===== src/hw/md_fsm_pkg.sv =====
// ~~~~~~~~~~~~~~~~~~~~~~~~~~~~~~~~~~~~~~~~~~~~~~~~~~~~~~~~~~~~~~~~~~~~~~~~~~~
// Multiply/divide state machines
// State encodings of the MAC multiplier and the long divider
// ~~~~~~~~~~~~~~~~~~~~~~~~~~~~~~~~~~~~~~~~~~~~~~~~~~~~~~~~~~~~~~~~~~~~~~~~~~~

package md_fsm_pkg;

  // One state per half-word partial product
  typedef enum logic [1:0] {
    ALBL,
    ALBH,
    AHBL,
    AHBH
  } mult_state_e;

  // Long division steps
  typedef enum logic [2:0] {
    DIV_IDLE,
    DIV_ABS_A,
    DIV_ABS_B,
    DIV_COMP,
    DIV_LAST,
    DIV_CHANGE_SIGN,
    DIV_FINISH
  } div_state_e;

endpackage


===== src/hw/md_ops_pkg.sv =====
// ~~~~~~~~~~~~~~~~~~~~~~~~~~~~~~~~~~~~~~~~~~~~~~~~~~~~~~~~~~~~~~~~~~~~~~~~~~~
// Multiply/divide operations
// Word widths, operation codes and the signed-mode bit positions
// ~~~~~~~~~~~~~~~~~~~~~~~~~~~~~~~~~~~~~~~~~~~~~~~~~~~~~~~~~~~~~~~~~~~~~~~~~~~

package md_ops_pkg;

  // Operand and result width
  localparam int unsigned WordWidth = 32;

  // One multiplier operand half
  localparam int unsigned HalfWidth = 16;

  // Bit positions within the 2-bit signed mode
  localparam int unsigned SignedA = 0;
  localparam int unsigned SignedB = 1;

  // Operations
  typedef enum logic [1:0] {
    MD_OP_MULL = 2'b00,
    MD_OP_MULH = 2'b01,
    MD_OP_DIV  = 2'b10,
    MD_OP_REM  = 2'b11
  } md_op_e;

endpackage

===== src/hw/multdiv_top.sv =====
// ~~~~~~~~~~~~~~~~~~~~~~~~~~~~~~~~~~~~~~~~~~~~~~~~~~~~~~~~~~~~~~~~~~~~~~~~~~~
// Multiply/divide unit
// Controller with an iterative multiplier and a long divider
// ~~~~~~~~~~~~~~~~~~~~~~~~~~~~~~~~~~~~~~~~~~~~~~~~~~~~~~~~~~~~~~~~~~~~~~~~~~~

`timescale 1ns/1ps

module multdiv_top (
  input  logic                             clk_i,
  input  logic                             rst_ni,
  input  logic                             start_i,
  input  md_ops_pkg::md_op_e               op_i,
  input  logic [1:0]                       signed_mode_i,
  input  logic [md_ops_pkg::WordWidth-1:0] op_a_i,
  input  logic [md_ops_pkg::WordWidth-1:0] op_b_i,
  input  logic                             ready_i,
  output logic                             busy_o,
  output logic                             valid_o,
  output logic [md_ops_pkg::WordWidth-1:0] result_o
);

  md_ops_pkg::md_op_e               op;
  logic [1:0]                       signed_mode;
  logic [md_ops_pkg::WordWidth-1:0] op_a;
  logic [md_ops_pkg::WordWidth-1:0] op_b;
  logic                             mult_en;
  logic                             div_en;
  logic                             mult_valid;
  logic [md_ops_pkg::WordWidth-1:0] mult_result;
  logic                             div_valid;
  logic [md_ops_pkg::WordWidth-1:0] div_result;

  md_ctrl u_md_ctrl (
    .clk_i         (clk_i),
    .rst_ni        (rst_ni),
    .start_i       (start_i),
    .op_i          (op_i),
    .signed_mode_i (signed_mode_i),
    .op_a_i        (op_a_i),
    .op_b_i        (op_b_i),
    .ready_i       (ready_i),
    .mult_valid_i  (mult_valid),
    .mult_result_i (mult_result),
    .div_valid_i   (div_valid),
    .div_result_i  (div_result),
    .busy_o        (busy_o),
    .op_o          (op),
    .signed_mode_o (signed_mode),
    .op_a_o        (op_a),
    .op_b_o        (op_b),
    .mult_en_o     (mult_en),
    .div_en_o      (div_en),
    .valid_o       (valid_o),
    .result_o      (result_o)
  );

  mult_mac u_mult_mac (
    .clk_i         (clk_i),
    .rst_ni        (rst_ni),
    .en_i          (mult_en),
    .op_i          (op),
    .signed_mode_i (signed_mode),
    .op_a_i        (op_a),
    .op_b_i        (op_b),
    .ready_i       (ready_i),
    .valid_o       (mult_valid),
    .result_o      (mult_result)
  );

  div_long u_div_long (
    .clk_i         (clk_i),
    .rst_ni        (rst_ni),
    .en_i          (div_en),
    .op_i          (op),
    .signed_mode_i (signed_mode),
    .op_a_i        (op_a),
    .op_b_i        (op_b),
    .ready_i       (ready_i),
    .valid_o       (div_valid),
    .result_o      (div_result)
  );

endmodule


===== src/hw/div_long.sv =====
// ~~~~~~~~~~~~~~~~~~~~~~~~~~~~~~~~~~~~~~~~~~~~~~~~~~~~~~~~~~~~~~~~~~~~~~~~~~~
// Long divider
// Restoring division on absolute values with a final sign fix
// ~~~~~~~~~~~~~~~~~~~~~~~~~~~~~~~~~~~~~~~~~~~~~~~~~~~~~~~~~~~~~~~~~~~~~~~~~~~

`timescale 1ns/1ps

module div_long (
  input  logic                             clk_i,
  input  logic                             rst_ni,
  input  logic                             en_i,
  input  md_ops_pkg::md_op_e               op_i,
  input  logic [1:0]                       signed_mode_i,
  input  logic [md_ops_pkg::WordWidth-1:0] op_a_i,
  input  logic [md_ops_pkg::WordWidth-1:0] op_b_i,
  input  logic                             ready_i,
  output logic                             valid_o,
  output logic [md_ops_pkg::WordWidth-1:0] result_o
);

  localparam int unsigned Word     = md_ops_pkg::WordWidth;
  localparam int unsigned CntWidth = $clog2(Word);

  md_fsm_pkg::div_state_e state_q, state_d;

  logic [CntWidth-1:0] counter_q, counter_d;
  logic [Word-1:0]     rem_q, rem_d;
  logic [Word-1:0]     quo_q, quo_d;
  logic [Word-1:0]     num_q, num_d;
  logic [Word-1:0]     den_q, den_d;
  logic [Word-1:0]     sub_a;
  logic [Word-1:0]     sub_b;
  logic [Word-1:0]     sub_res;
  logic [Word-1:0]     one_shift;
  logic [Word-1:0]     next_remainder;
  logic [Word-1:0]     next_quotient;
  logic                is_greater_equal;
  logic                sign_a;
  logic                sign_b;
  logic                div_change_sign;
  logic                rem_change_sign;
  logic                is_div;
  logic                div_by_zero;

  assign is_div      = (op_i == md_ops_pkg::MD_OP_DIV);
  assign div_by_zero = (op_b_i == '0);

  assign sign_a          = signed_mode_i[md_ops_pkg::SignedA] & op_a_i[Word-1];
  assign sign_b          = signed_mode_i[md_ops_pkg::SignedB] & op_b_i[Word-1];
  assign div_change_sign = sign_a ^ sign_b;
  assign rem_change_sign = sign_a;

  // Shared subtractor for negation and the compare steps
  assign sub_res = sub_a - sub_b;

  // Signs differ means the unsigned order follows the remainder MSB
  always_comb begin
    if ((rem_q[Word-1] ^ den_q[Word-1]) == 1'b0) begin
      is_greater_equal = ~sub_res[Word-1];
    end else begin
      is_greater_equal = rem_q[Word-1];
    end
  end

  assign one_shift      = {{(Word-1){1'b0}}, 1'b1} << counter_q;
  assign next_remainder = is_greater_equal ? sub_res : rem_q;
  assign next_quotient  = is_greater_equal ? (quo_q | one_shift) : quo_q;

  always_comb begin
    state_d   = state_q;
    counter_d = counter_q;
    rem_d     = rem_q;
    quo_d     = quo_q;
    num_d     = num_q;
    den_d     = den_q;
    sub_a     = '0;
    sub_b     = op_b_i;

    case (state_q)
      md_fsm_pkg::DIV_IDLE: begin
        // Zero divisor skips straight to the result
        rem_d     = is_div ? '1 : op_a_i;
        state_d   = div_by_zero ? md_fsm_pkg::DIV_FINISH : md_fsm_pkg::DIV_ABS_A;
        counter_d = CntWidth'(Word - 1);
      end

      md_fsm_pkg::DIV_ABS_A: begin
        sub_b     = op_a_i;
        quo_d     = '0;
        num_d     = sign_a ? sub_res : op_a_i;
        state_d   = md_fsm_pkg::DIV_ABS_B;
        counter_d = CntWidth'(Word - 1);
      end

      md_fsm_pkg::DIV_ABS_B: begin
        sub_b     = op_b_i;
        rem_d     = {{(Word-1){1'b0}}, num_q[Word-1]};
        den_d     = sign_b ? sub_res : op_b_i;
        state_d   = md_fsm_pkg::DIV_COMP;
        counter_d = CntWidth'(Word - 1);
      end

      md_fsm_pkg::DIV_COMP: begin
        sub_a     = rem_q;
        sub_b     = den_q;
        counter_d = counter_q - 1'b1;
        // Shift in the next numerator bit
        rem_d     = {next_remainder[Word-2:0], num_q[counter_d]};
        quo_d     = next_quotient;
        state_d   = (counter_q == CntWidth'(1)) ? md_fsm_pkg::DIV_LAST : md_fsm_pkg::DIV_COMP;
      end

      md_fsm_pkg::DIV_LAST: begin
        sub_a     = rem_q;
        sub_b     = den_q;
        counter_d = counter_q - 1'b1;
        rem_d     = is_div ? next_quotient : next_remainder;
        state_d   = md_fsm_pkg::DIV_CHANGE_SIGN;
      end

      md_fsm_pkg::DIV_CHANGE_SIGN: begin
        sub_b = rem_q;
        if (is_div) begin
          rem_d = div_change_sign ? sub_res : rem_q;
        end else begin
          rem_d = rem_change_sign ? sub_res : rem_q;
        end
        state_d = md_fsm_pkg::DIV_FINISH;
      end

      md_fsm_pkg::DIV_FINISH: begin
        if (ready_i) begin
          state_d = md_fsm_pkg::DIV_IDLE;
        end
      end

      default: begin
        state_d = md_fsm_pkg::DIV_IDLE;
      end
    endcase
  end

  always_ff @(posedge clk_i or negedge rst_ni) begin
    if (!rst_ni) begin
      state_q   <= md_fsm_pkg::DIV_IDLE;
      counter_q <= '0;
    end else if (en_i) begin
      state_q   <= state_d;
      counter_q <= counter_d;
    end
  end

  always_ff @(posedge clk_i) begin
    if (en_i) begin
      rem_q <= rem_d;
      quo_q <= quo_d;
      num_q <= num_d;
      den_q <= den_d;
    end
  end

  assign valid_o  = (state_q == md_fsm_pkg::DIV_FINISH);
  assign result_o = rem_q;

endmodule


===== src/hw/mult_mac.sv =====
// ~~~~~~~~~~~~~~~~~~~~~~~~~~~~~~~~~~~~~~~~~~~~~~~~~~~~~~~~~~~~~~~~~~~~~~~~~~~
// Iterative MAC multiplier
// One 17x17 signed multiply-accumulate walked over the half-word products
// ~~~~~~~~~~~~~~~~~~~~~~~~~~~~~~~~~~~~~~~~~~~~~~~~~~~~~~~~~~~~~~~~~~~~~~~~~~~

`timescale 1ns/1ps

module mult_mac (
  input  logic                             clk_i,
  input  logic                             rst_ni,
  input  logic                             en_i,
  input  md_ops_pkg::md_op_e               op_i,
  input  logic [1:0]                       signed_mode_i,
  input  logic [md_ops_pkg::WordWidth-1:0] op_a_i,
  input  logic [md_ops_pkg::WordWidth-1:0] op_b_i,
  input  logic                             ready_i,
  output logic                             valid_o,
  output logic [md_ops_pkg::WordWidth-1:0] result_o
);

  localparam int unsigned Word     = md_ops_pkg::WordWidth;
  localparam int unsigned Half     = md_ops_pkg::HalfWidth;
  localparam int unsigned AccWidth = Word + 2;

  md_fsm_pkg::mult_state_e state_q, state_d;

  logic [Half-1:0]     mult_op_a;
  logic [Half-1:0]     mult_op_b;
  logic                sign_a;
  logic                sign_b;
  logic [AccWidth-1:0] accum;
  logic [AccWidth-1:0] mac_res;
  logic [AccWidth-1:0] accum_q, accum_d;
  logic                done_q, done_d;
  logic                is_mull;
  logic                signed_mult;

  assign is_mull     = (op_i == md_ops_pkg::MD_OP_MULL);
  assign signed_mult = |signed_mode_i;

  // Top two bits of the full sum are equal, so 34 bits hold it
  assign mac_res = $signed({sign_a, mult_op_a}) * $signed({sign_b, mult_op_b}) + $signed(accum);

  always_comb begin
    mult_op_a = op_a_i[Half-1:0];
    mult_op_b = op_b_i[Half-1:0];
    sign_a    = 1'b0;
    sign_b    = 1'b0;
    accum     = accum_q;
    accum_d   = mac_res;
    state_d   = state_q;
    done_d    = done_q;

    case (state_q)
      md_fsm_pkg::ALBL: begin
        accum   = '0;
        state_d = md_fsm_pkg::ALBH;
      end

      md_fsm_pkg::ALBH: begin
        mult_op_b = op_b_i[Word-1:Half];
        sign_b    = signed_mode_i[md_ops_pkg::SignedB] & op_b_i[Word-1];
        // Low product is unsigned with no carry out
        accum     = {{(AccWidth-Half){1'b0}}, accum_q[Word-1:Half]};
        if (is_mull) begin
          accum_d = {2'b00, mac_res[Half-1:0], accum_q[Half-1:0]};
        end
        state_d = md_fsm_pkg::AHBL;
      end

      md_fsm_pkg::AHBL: begin
        mult_op_a = op_a_i[Word-1:Half];
        sign_a    = signed_mode_i[md_ops_pkg::SignedA] & op_a_i[Word-1];
        if (is_mull) begin
          accum   = {{(AccWidth-Half){1'b0}}, accum_q[Word-1:Half]};
          accum_d = {2'b00, mac_res[Half-1:0], accum_q[Half-1:0]};
          if (!done_q) begin
            done_d = 1'b1;
          end else if (ready_i) begin
            done_d  = 1'b0;
            state_d = md_fsm_pkg::ALBL;
          end
        end else begin
          state_d = md_fsm_pkg::AHBH;
        end
      end

      md_fsm_pkg::AHBH: begin
        mult_op_a = op_a_i[Word-1:Half];
        mult_op_b = op_b_i[Word-1:Half];
        sign_a    = signed_mode_i[md_ops_pkg::SignedA] & op_a_i[Word-1];
        sign_b    = signed_mode_i[md_ops_pkg::SignedB] & op_b_i[Word-1];
        // Carry the middle sum down by a half word
        accum     = {{Half{signed_mult & accum_q[AccWidth-1]}}, accum_q[AccWidth-1:Half]};
        if (!done_q) begin
          done_d = 1'b1;
        end else if (ready_i) begin
          done_d  = 1'b0;
          state_d = md_fsm_pkg::ALBL;
        end
      end

      default: begin
        state_d = md_fsm_pkg::ALBL;
      end
    endcase
  end

  always_ff @(posedge clk_i or negedge rst_ni) begin
    if (!rst_ni) begin
      state_q <= md_fsm_pkg::ALBL;
      done_q  <= 1'b0;
    end else if (en_i) begin
      state_q <= state_d;
      done_q  <= done_d;
    end
  end

  // Accumulator freezes once the result is in
  always_ff @(posedge clk_i) begin
    if (en_i && !done_q) begin
      accum_q <= accum_d;
    end
  end

  assign valid_o  = done_q;
  assign result_o = accum_q[Word-1:0];

endmodule


===== src/hw/md_ctrl.sv =====
// ~~~~~~~~~~~~~~~~~~~~~~~~~~~~~~~~~~~~~~~~~~~~~~~~~~~~~~~~~~~~~~~~~~~~~~~~~~~
// Multiply/divide controller
// Captures a request, enables one unit and forwards its result
// ~~~~~~~~~~~~~~~~~~~~~~~~~~~~~~~~~~~~~~~~~~~~~~~~~~~~~~~~~~~~~~~~~~~~~~~~~~~

`timescale 1ns/1ps

module md_ctrl (
  input  logic                             clk_i,
  input  logic                             rst_ni,
  input  logic                             start_i,
  input  md_ops_pkg::md_op_e               op_i,
  input  logic [1:0]                       signed_mode_i,
  input  logic [md_ops_pkg::WordWidth-1:0] op_a_i,
  input  logic [md_ops_pkg::WordWidth-1:0] op_b_i,
  input  logic                             ready_i,
  input  logic                             mult_valid_i,
  input  logic [md_ops_pkg::WordWidth-1:0] mult_result_i,
  input  logic                             div_valid_i,
  input  logic [md_ops_pkg::WordWidth-1:0] div_result_i,
  output logic                             busy_o,
  output md_ops_pkg::md_op_e               op_o,
  output logic [1:0]                       signed_mode_o,
  output logic [md_ops_pkg::WordWidth-1:0] op_a_o,
  output logic [md_ops_pkg::WordWidth-1:0] op_b_o,
  output logic                             mult_en_o,
  output logic                             div_en_o,
  output logic                             valid_o,
  output logic [md_ops_pkg::WordWidth-1:0] result_o
);

  logic                             busy_q;
  md_ops_pkg::md_op_e               op_q;
  logic [1:0]                       mode_q;
  logic [md_ops_pkg::WordWidth-1:0] op_a_q;
  logic [md_ops_pkg::WordWidth-1:0] op_b_q;
  logic                             sel_mult;
  logic                             accept;

  assign accept   = start_i & ~busy_q;
  assign sel_mult = (op_q == md_ops_pkg::MD_OP_MULL) || (op_q == md_ops_pkg::MD_OP_MULH);

  always_ff @(posedge clk_i or negedge rst_ni) begin
    if (!rst_ni) begin
      busy_q <= 1'b0;
      op_q   <= md_ops_pkg::MD_OP_MULL;
    end else if (accept) begin
      busy_q <= 1'b1;
      op_q   <= op_i;
    end else if (busy_q && valid_o && ready_i) begin
      // Result consumed, release the unit
      busy_q <= 1'b0;
    end
  end

  always_ff @(posedge clk_i) begin
    if (accept) begin
      mode_q <= signed_mode_i;
      op_a_q <= op_a_i;
      op_b_q <= op_b_i;
    end
  end

  assign busy_o        = busy_q;
  assign op_o          = op_q;
  assign signed_mode_o = mode_q;
  assign op_a_o        = op_a_q;
  assign op_b_o        = op_b_q;

  // Enables stay high for the whole request
  assign mult_en_o = busy_q & sel_mult;
  assign div_en_o  = busy_q & ~sel_mult;

  assign valid_o  = sel_mult ? mult_valid_i : div_valid_i;
  assign result_o = sel_mult ? mult_result_i : div_result_i;

endmodule


===== config.mk =====
export PLATFORM = sky130hd
export DESIGN_NAME = multdiv_top
export DESIGN_NICKNAME = d
export VERILOG_FILES = /design/src/hw/md_fsm_pkg.sv /design/src/hw/md_ops_pkg.sv /design/src/hw/multdiv_top.sv /design/src/hw/div_long.sv /design/src/hw/mult_mac.sv /design/src/hw/md_ctrl.sv
export SDC_FILE = /design/constraint.sdc
export NUM_CORES = 2
export LEC_CHECK = 0
export BUFFER_PORTS_ARGS = -buffer_cell sky130_fd_sc_hd__buf_2
export CAP_MARGIN = 10
export CORE_MARGIN = 4
export CORE_UTILIZATION = 54
export DETAILED_ROUTE_END_ITERATION = 10
export PLACE_DENSITY = 0.67
export SKIP_LAST_GASP = 1
export SLEW_MARGIN = 20
export SYNTH_ARGS = -nofsm -noshare
export SYNTH_HDL_FRONTEND = slang
export SYNTH_SLANG_ARGS = --single-unit

===== constraint.sdc =====
create_clock -name clk_i -period 10.4 [get_ports clk_i]
set_input_delay 0.52 -clock clk_i [delete_from_list [all_inputs] [get_ports clk_i]]
set_output_delay 0.52 -clock clk_i [all_outputs]
set_load 0.05 [all_outputs]

==> impl_metrics.csv <==
group,metric,value,unit
clocking,path_clk_slew,0.06,ns
timing,grt_setup_unrepaired,"no",
hold_path,hold_depth,1,
timing,report.final.slew_viol_count,0,
route,via_count,23900,
final_layout,post_route_cells_drive_above_1_share,11.9,%
global_routing,grtUsageMet1,46.1,%
placed_design,placedCellCount,3693,
worst_setup_path,critical_path_buf_inv_count,7,
die,chipHeight,237,um
clocking,clock_path_buffers,3,
hold_path,holdCritPathClass,"in2reg",
global_routing,globalRoute.busiestLayer,"met2",
route,vias_per_cell,6.36,
worst_setup_path,worstReg2RegEnd,"u_mult_mac.accum_q[32]",
yosys,ys.warnings.count,0,
clocking,post_cts.resized_instances,0,
global_routing,first_global_vias,24000,
yosys,number_of_nets_produced_by_synthesis,3552,
worst_setup_path,worst_ep_arrival_time,9.61,ns
yosys,synth_seq_cells,242,
clocking,clkLatencyLatePin,0.63,ns
final_layout,final.fill_count,4505,
clocking,cts_tree,"done",
worst_setup_path,critPathMaxStageDelay,0.65,ns
yosys,synth-edff-count,228,
worst_setup_path,crit_path_max_fanout,31,
placed_design,port_buffers,105,
worst_setup_path,critical_path_cell_count,28,
worst_setup_path,crit_family,"adder cells",
clocking,ctsRootBufferMaster,"clkbuf_16",
yosys,synth_commonest_cells,"inv_1, fa_1, nand2_1",
yosys,postSynth.topFlopCell,"edfxtp_1",
worst_setup_path,path_common_cell,"fa_1",
worst_setup_path,setup.worst_path.end_class,"flip-flop",
global_routing,number_of_antenna_violations_at_the_first_check_in_global_routing,6,
die,placement_rows,83,
yosys,ys_types,92,
route,drt_wl_total,109000,um
yosys,synth_largest_type_area_fraction,24.2,%
global_routing,globalRouteMet3Util,7.88,%
worst_setup_path,timing.reg2reg.setup_slack,1.15,ns
die,ioPinCount,106,
timing,maxSlewHeadroom,24.6,%
route,drt_first_pass_iters,6,
timing,setup_tns,0,ns
final_layout,finalNetCount,3600,
worst_setup_path,slowest_stage,"mux2i_1",
die,coreArea,51600,um2
global_routing,global_route.usage.total,38.5,%
timing,hold_violations,0,
yosys,post_synth_instance_area,28300,um2
clocking,cts_buffers,30,
global_routing,grt_first_pass_wirelength,159000,um
timing,layout_min_cycle_time,9.25,ns
yosys,synth.most_common_cell,"inv_1",
worst_setup_path,r2r-start,"u_mult_mac.state_q[0]",
route,drt_iter0_drc,2620,
outcome,status,"finished, final reports clean",
worst_setup_path,start_kind,"flip-flop",
route,postRouteAntennaNets,0,
worst_setup_path,critical_path.endpoint,"u_mult_mac.accum_q[32]",
yosys,sequential_fraction_of_the_synthesis_area,25.4,%
timing,max_clock_freq,0.108,GHz
worst_setup_path,path_class,"reg2reg",
timing,timing.final.ws_setup,1.15,ns
worst_setup_path,source_of_the_critical_timing_path,"u_mult_mac.state_q[0]",
job,max_cap_violations,0,
timing,holdWs,0.0630,ns
route,route.detailed.drc,0,
die,dieArea,56200,um2
timing,finClkSkew,0.0392,ns
placed_design,hpwlAfterDp,84700,um
yosys,synth.area.top_cells,"edfxtp_1, fa_1, ha_1, inv_1, nand2_1",
yosys,avgSynthCellArea,9.45,um2
worst_setup_path,reg2reg_depth,28,
route,routed_wire_length_per_instance,29.1,um
clocking,clock_sink_count,242,
timing,finalSetupViolations,0,
worst_setup_path,cp_data_required_time,10.76,ns
clocking,cts_htree_levels,1,
final_layout,area.growth.synth_to_final,8.29,%
final_layout,final_cell_count_no_fill,3752,
placed_design,finalWeightedCongestion,0.985,
global_routing,grt_start_max_net_pins,77,
die,effective_utilization_at_floorplan,54.9,%
placed_design,dpl_worst_slack,1.20,ns
global_routing,grt_overflow_total,0,
yosys,netlist.top_cell.by_area,"edfxtp_1",
yosys,syn_inst,2998,
die,die-width,237,um
timing,fin_crit_sh,89.0,%
timing,worst_slew_pin_slew,1.12,ns
yosys,async_flop_share,5.79,%
global_routing,groute.layer.met2.usage,63.1,%
kinds of logic (layout without fill, tap and decap cells):
kind of cell             after synthesis  after routing  synth area share, %
AO/OA/AOI/OAI                        558            558                 13.2
AND/OR/NAND/NOR                      856            856                 13.4
other                                  0              3                    0
flip-flops                           242            242                 25.4
buffers and inverters                609            680                 8.30
adder cells (fa/ha/maj)              482            482                 30.3
multiplexers                         176            176                 7.07
XOR/XNOR                              75             75                 2.32
cell type report:
| cell class | instances | area (um2) | share of cell area (%) |
|---|---|---|---|
| Clock inverter | 21 | 323 | 1.05 |
| Sequential cell | 242 | 7200 | 23.5 |
| Inverter | 471 | 1770 | 5.77 |
| Multi-Input combinational cell | 2147 | 18800 | 61.4 |
| Tap cell | 680 | 851 | 2.77 |
| Clock buffer | 34 | 796 | 2.59 |
| Antenna cell | 3 | 7.51 | 0.0245 |
| Timing Repair Buffer | 154 | 896 | 2.92 |
stage by stage:
stage	cell area, um2	utilization (%)
floorplan	28300	-
global placement	29500	57.2
detailed placement	29500	57.2
CTS	30700	59.4
global route	30700	59.4
finish	30700	59.4
routing by layer:
layer  wire (um)  up-vias  part of all wire (%)
li1            -    10200                     -
met1       38300    12000                    35
met2       52100     1359                    48
met3        9460      348                   8.7
met4        9170        6                   8.4
met5          43        -                 0.039
layout by cell type, fill, tap and decap left out, drive strengths merged, types with 25 or more instances in the layout:
cell type	Yosys	routed
nor2	306	306
xor2	25	25
a21oi	151	151
edfxtp	228	228
xnor2	50	50
nand2	310	310
nor2b	42	42
ha	142	142
nand2b	28	28
mux2i	73	73
o221ai	32	32
buf	35	153
mux2	93	93
o22ai	42	42
o21ai	109	109
and2	27	27
clkbuf	103	34
nor3	60	60
fa	340	340
a21o	36	36
a31oi	30	30
inv	471	474
state kept, by name, summed over array words and instances, names as in the netlist, 3 cells and up:
register,cells
u_mult_mac.accum_q,34
u_div_long.den_q,32
u_div_long.num_q,32
u_div_long.quo_q,32
u_div_long.result_o,32
u_md_ctrl.op_a_o,32
u_md_ctrl.op_b_o,32
u_div_long.counter_q,5
u_div_long.state_q,3
repair_timing:
item | 4_1_cts | 5_1_grt
buffers inserted | 0 | 0
setup endpoints to repair | 0 | 0
endpoints found under the hold margin | 14 | 0
hold buffers | 1 | 0
worst min-delay path by stage:
stage                from                       to  slack, ns
3_5_place_dp       rst_ni  u_div_long.counter_q[0]       0.47
6_report       op_b_i[11]     u_md_ctrl.op_b_o[11]       0.06
3_3_place_gp       rst_ni  u_div_long.counter_q[1]       0.46
4_1_cts        op_b_i[21]     u_md_ctrl.op_b_o[21]       0.05
2_1_floorplan      rst_ni  u_div_long.counter_q[0]       0.22
5_1_grt        op_b_i[30]     u_md_ctrl.op_b_o[30]       0.06
Power is left out: the tool's default activity adds up to more than one toggle a clock period on the data nets, which glitch-free logic cannot reach.
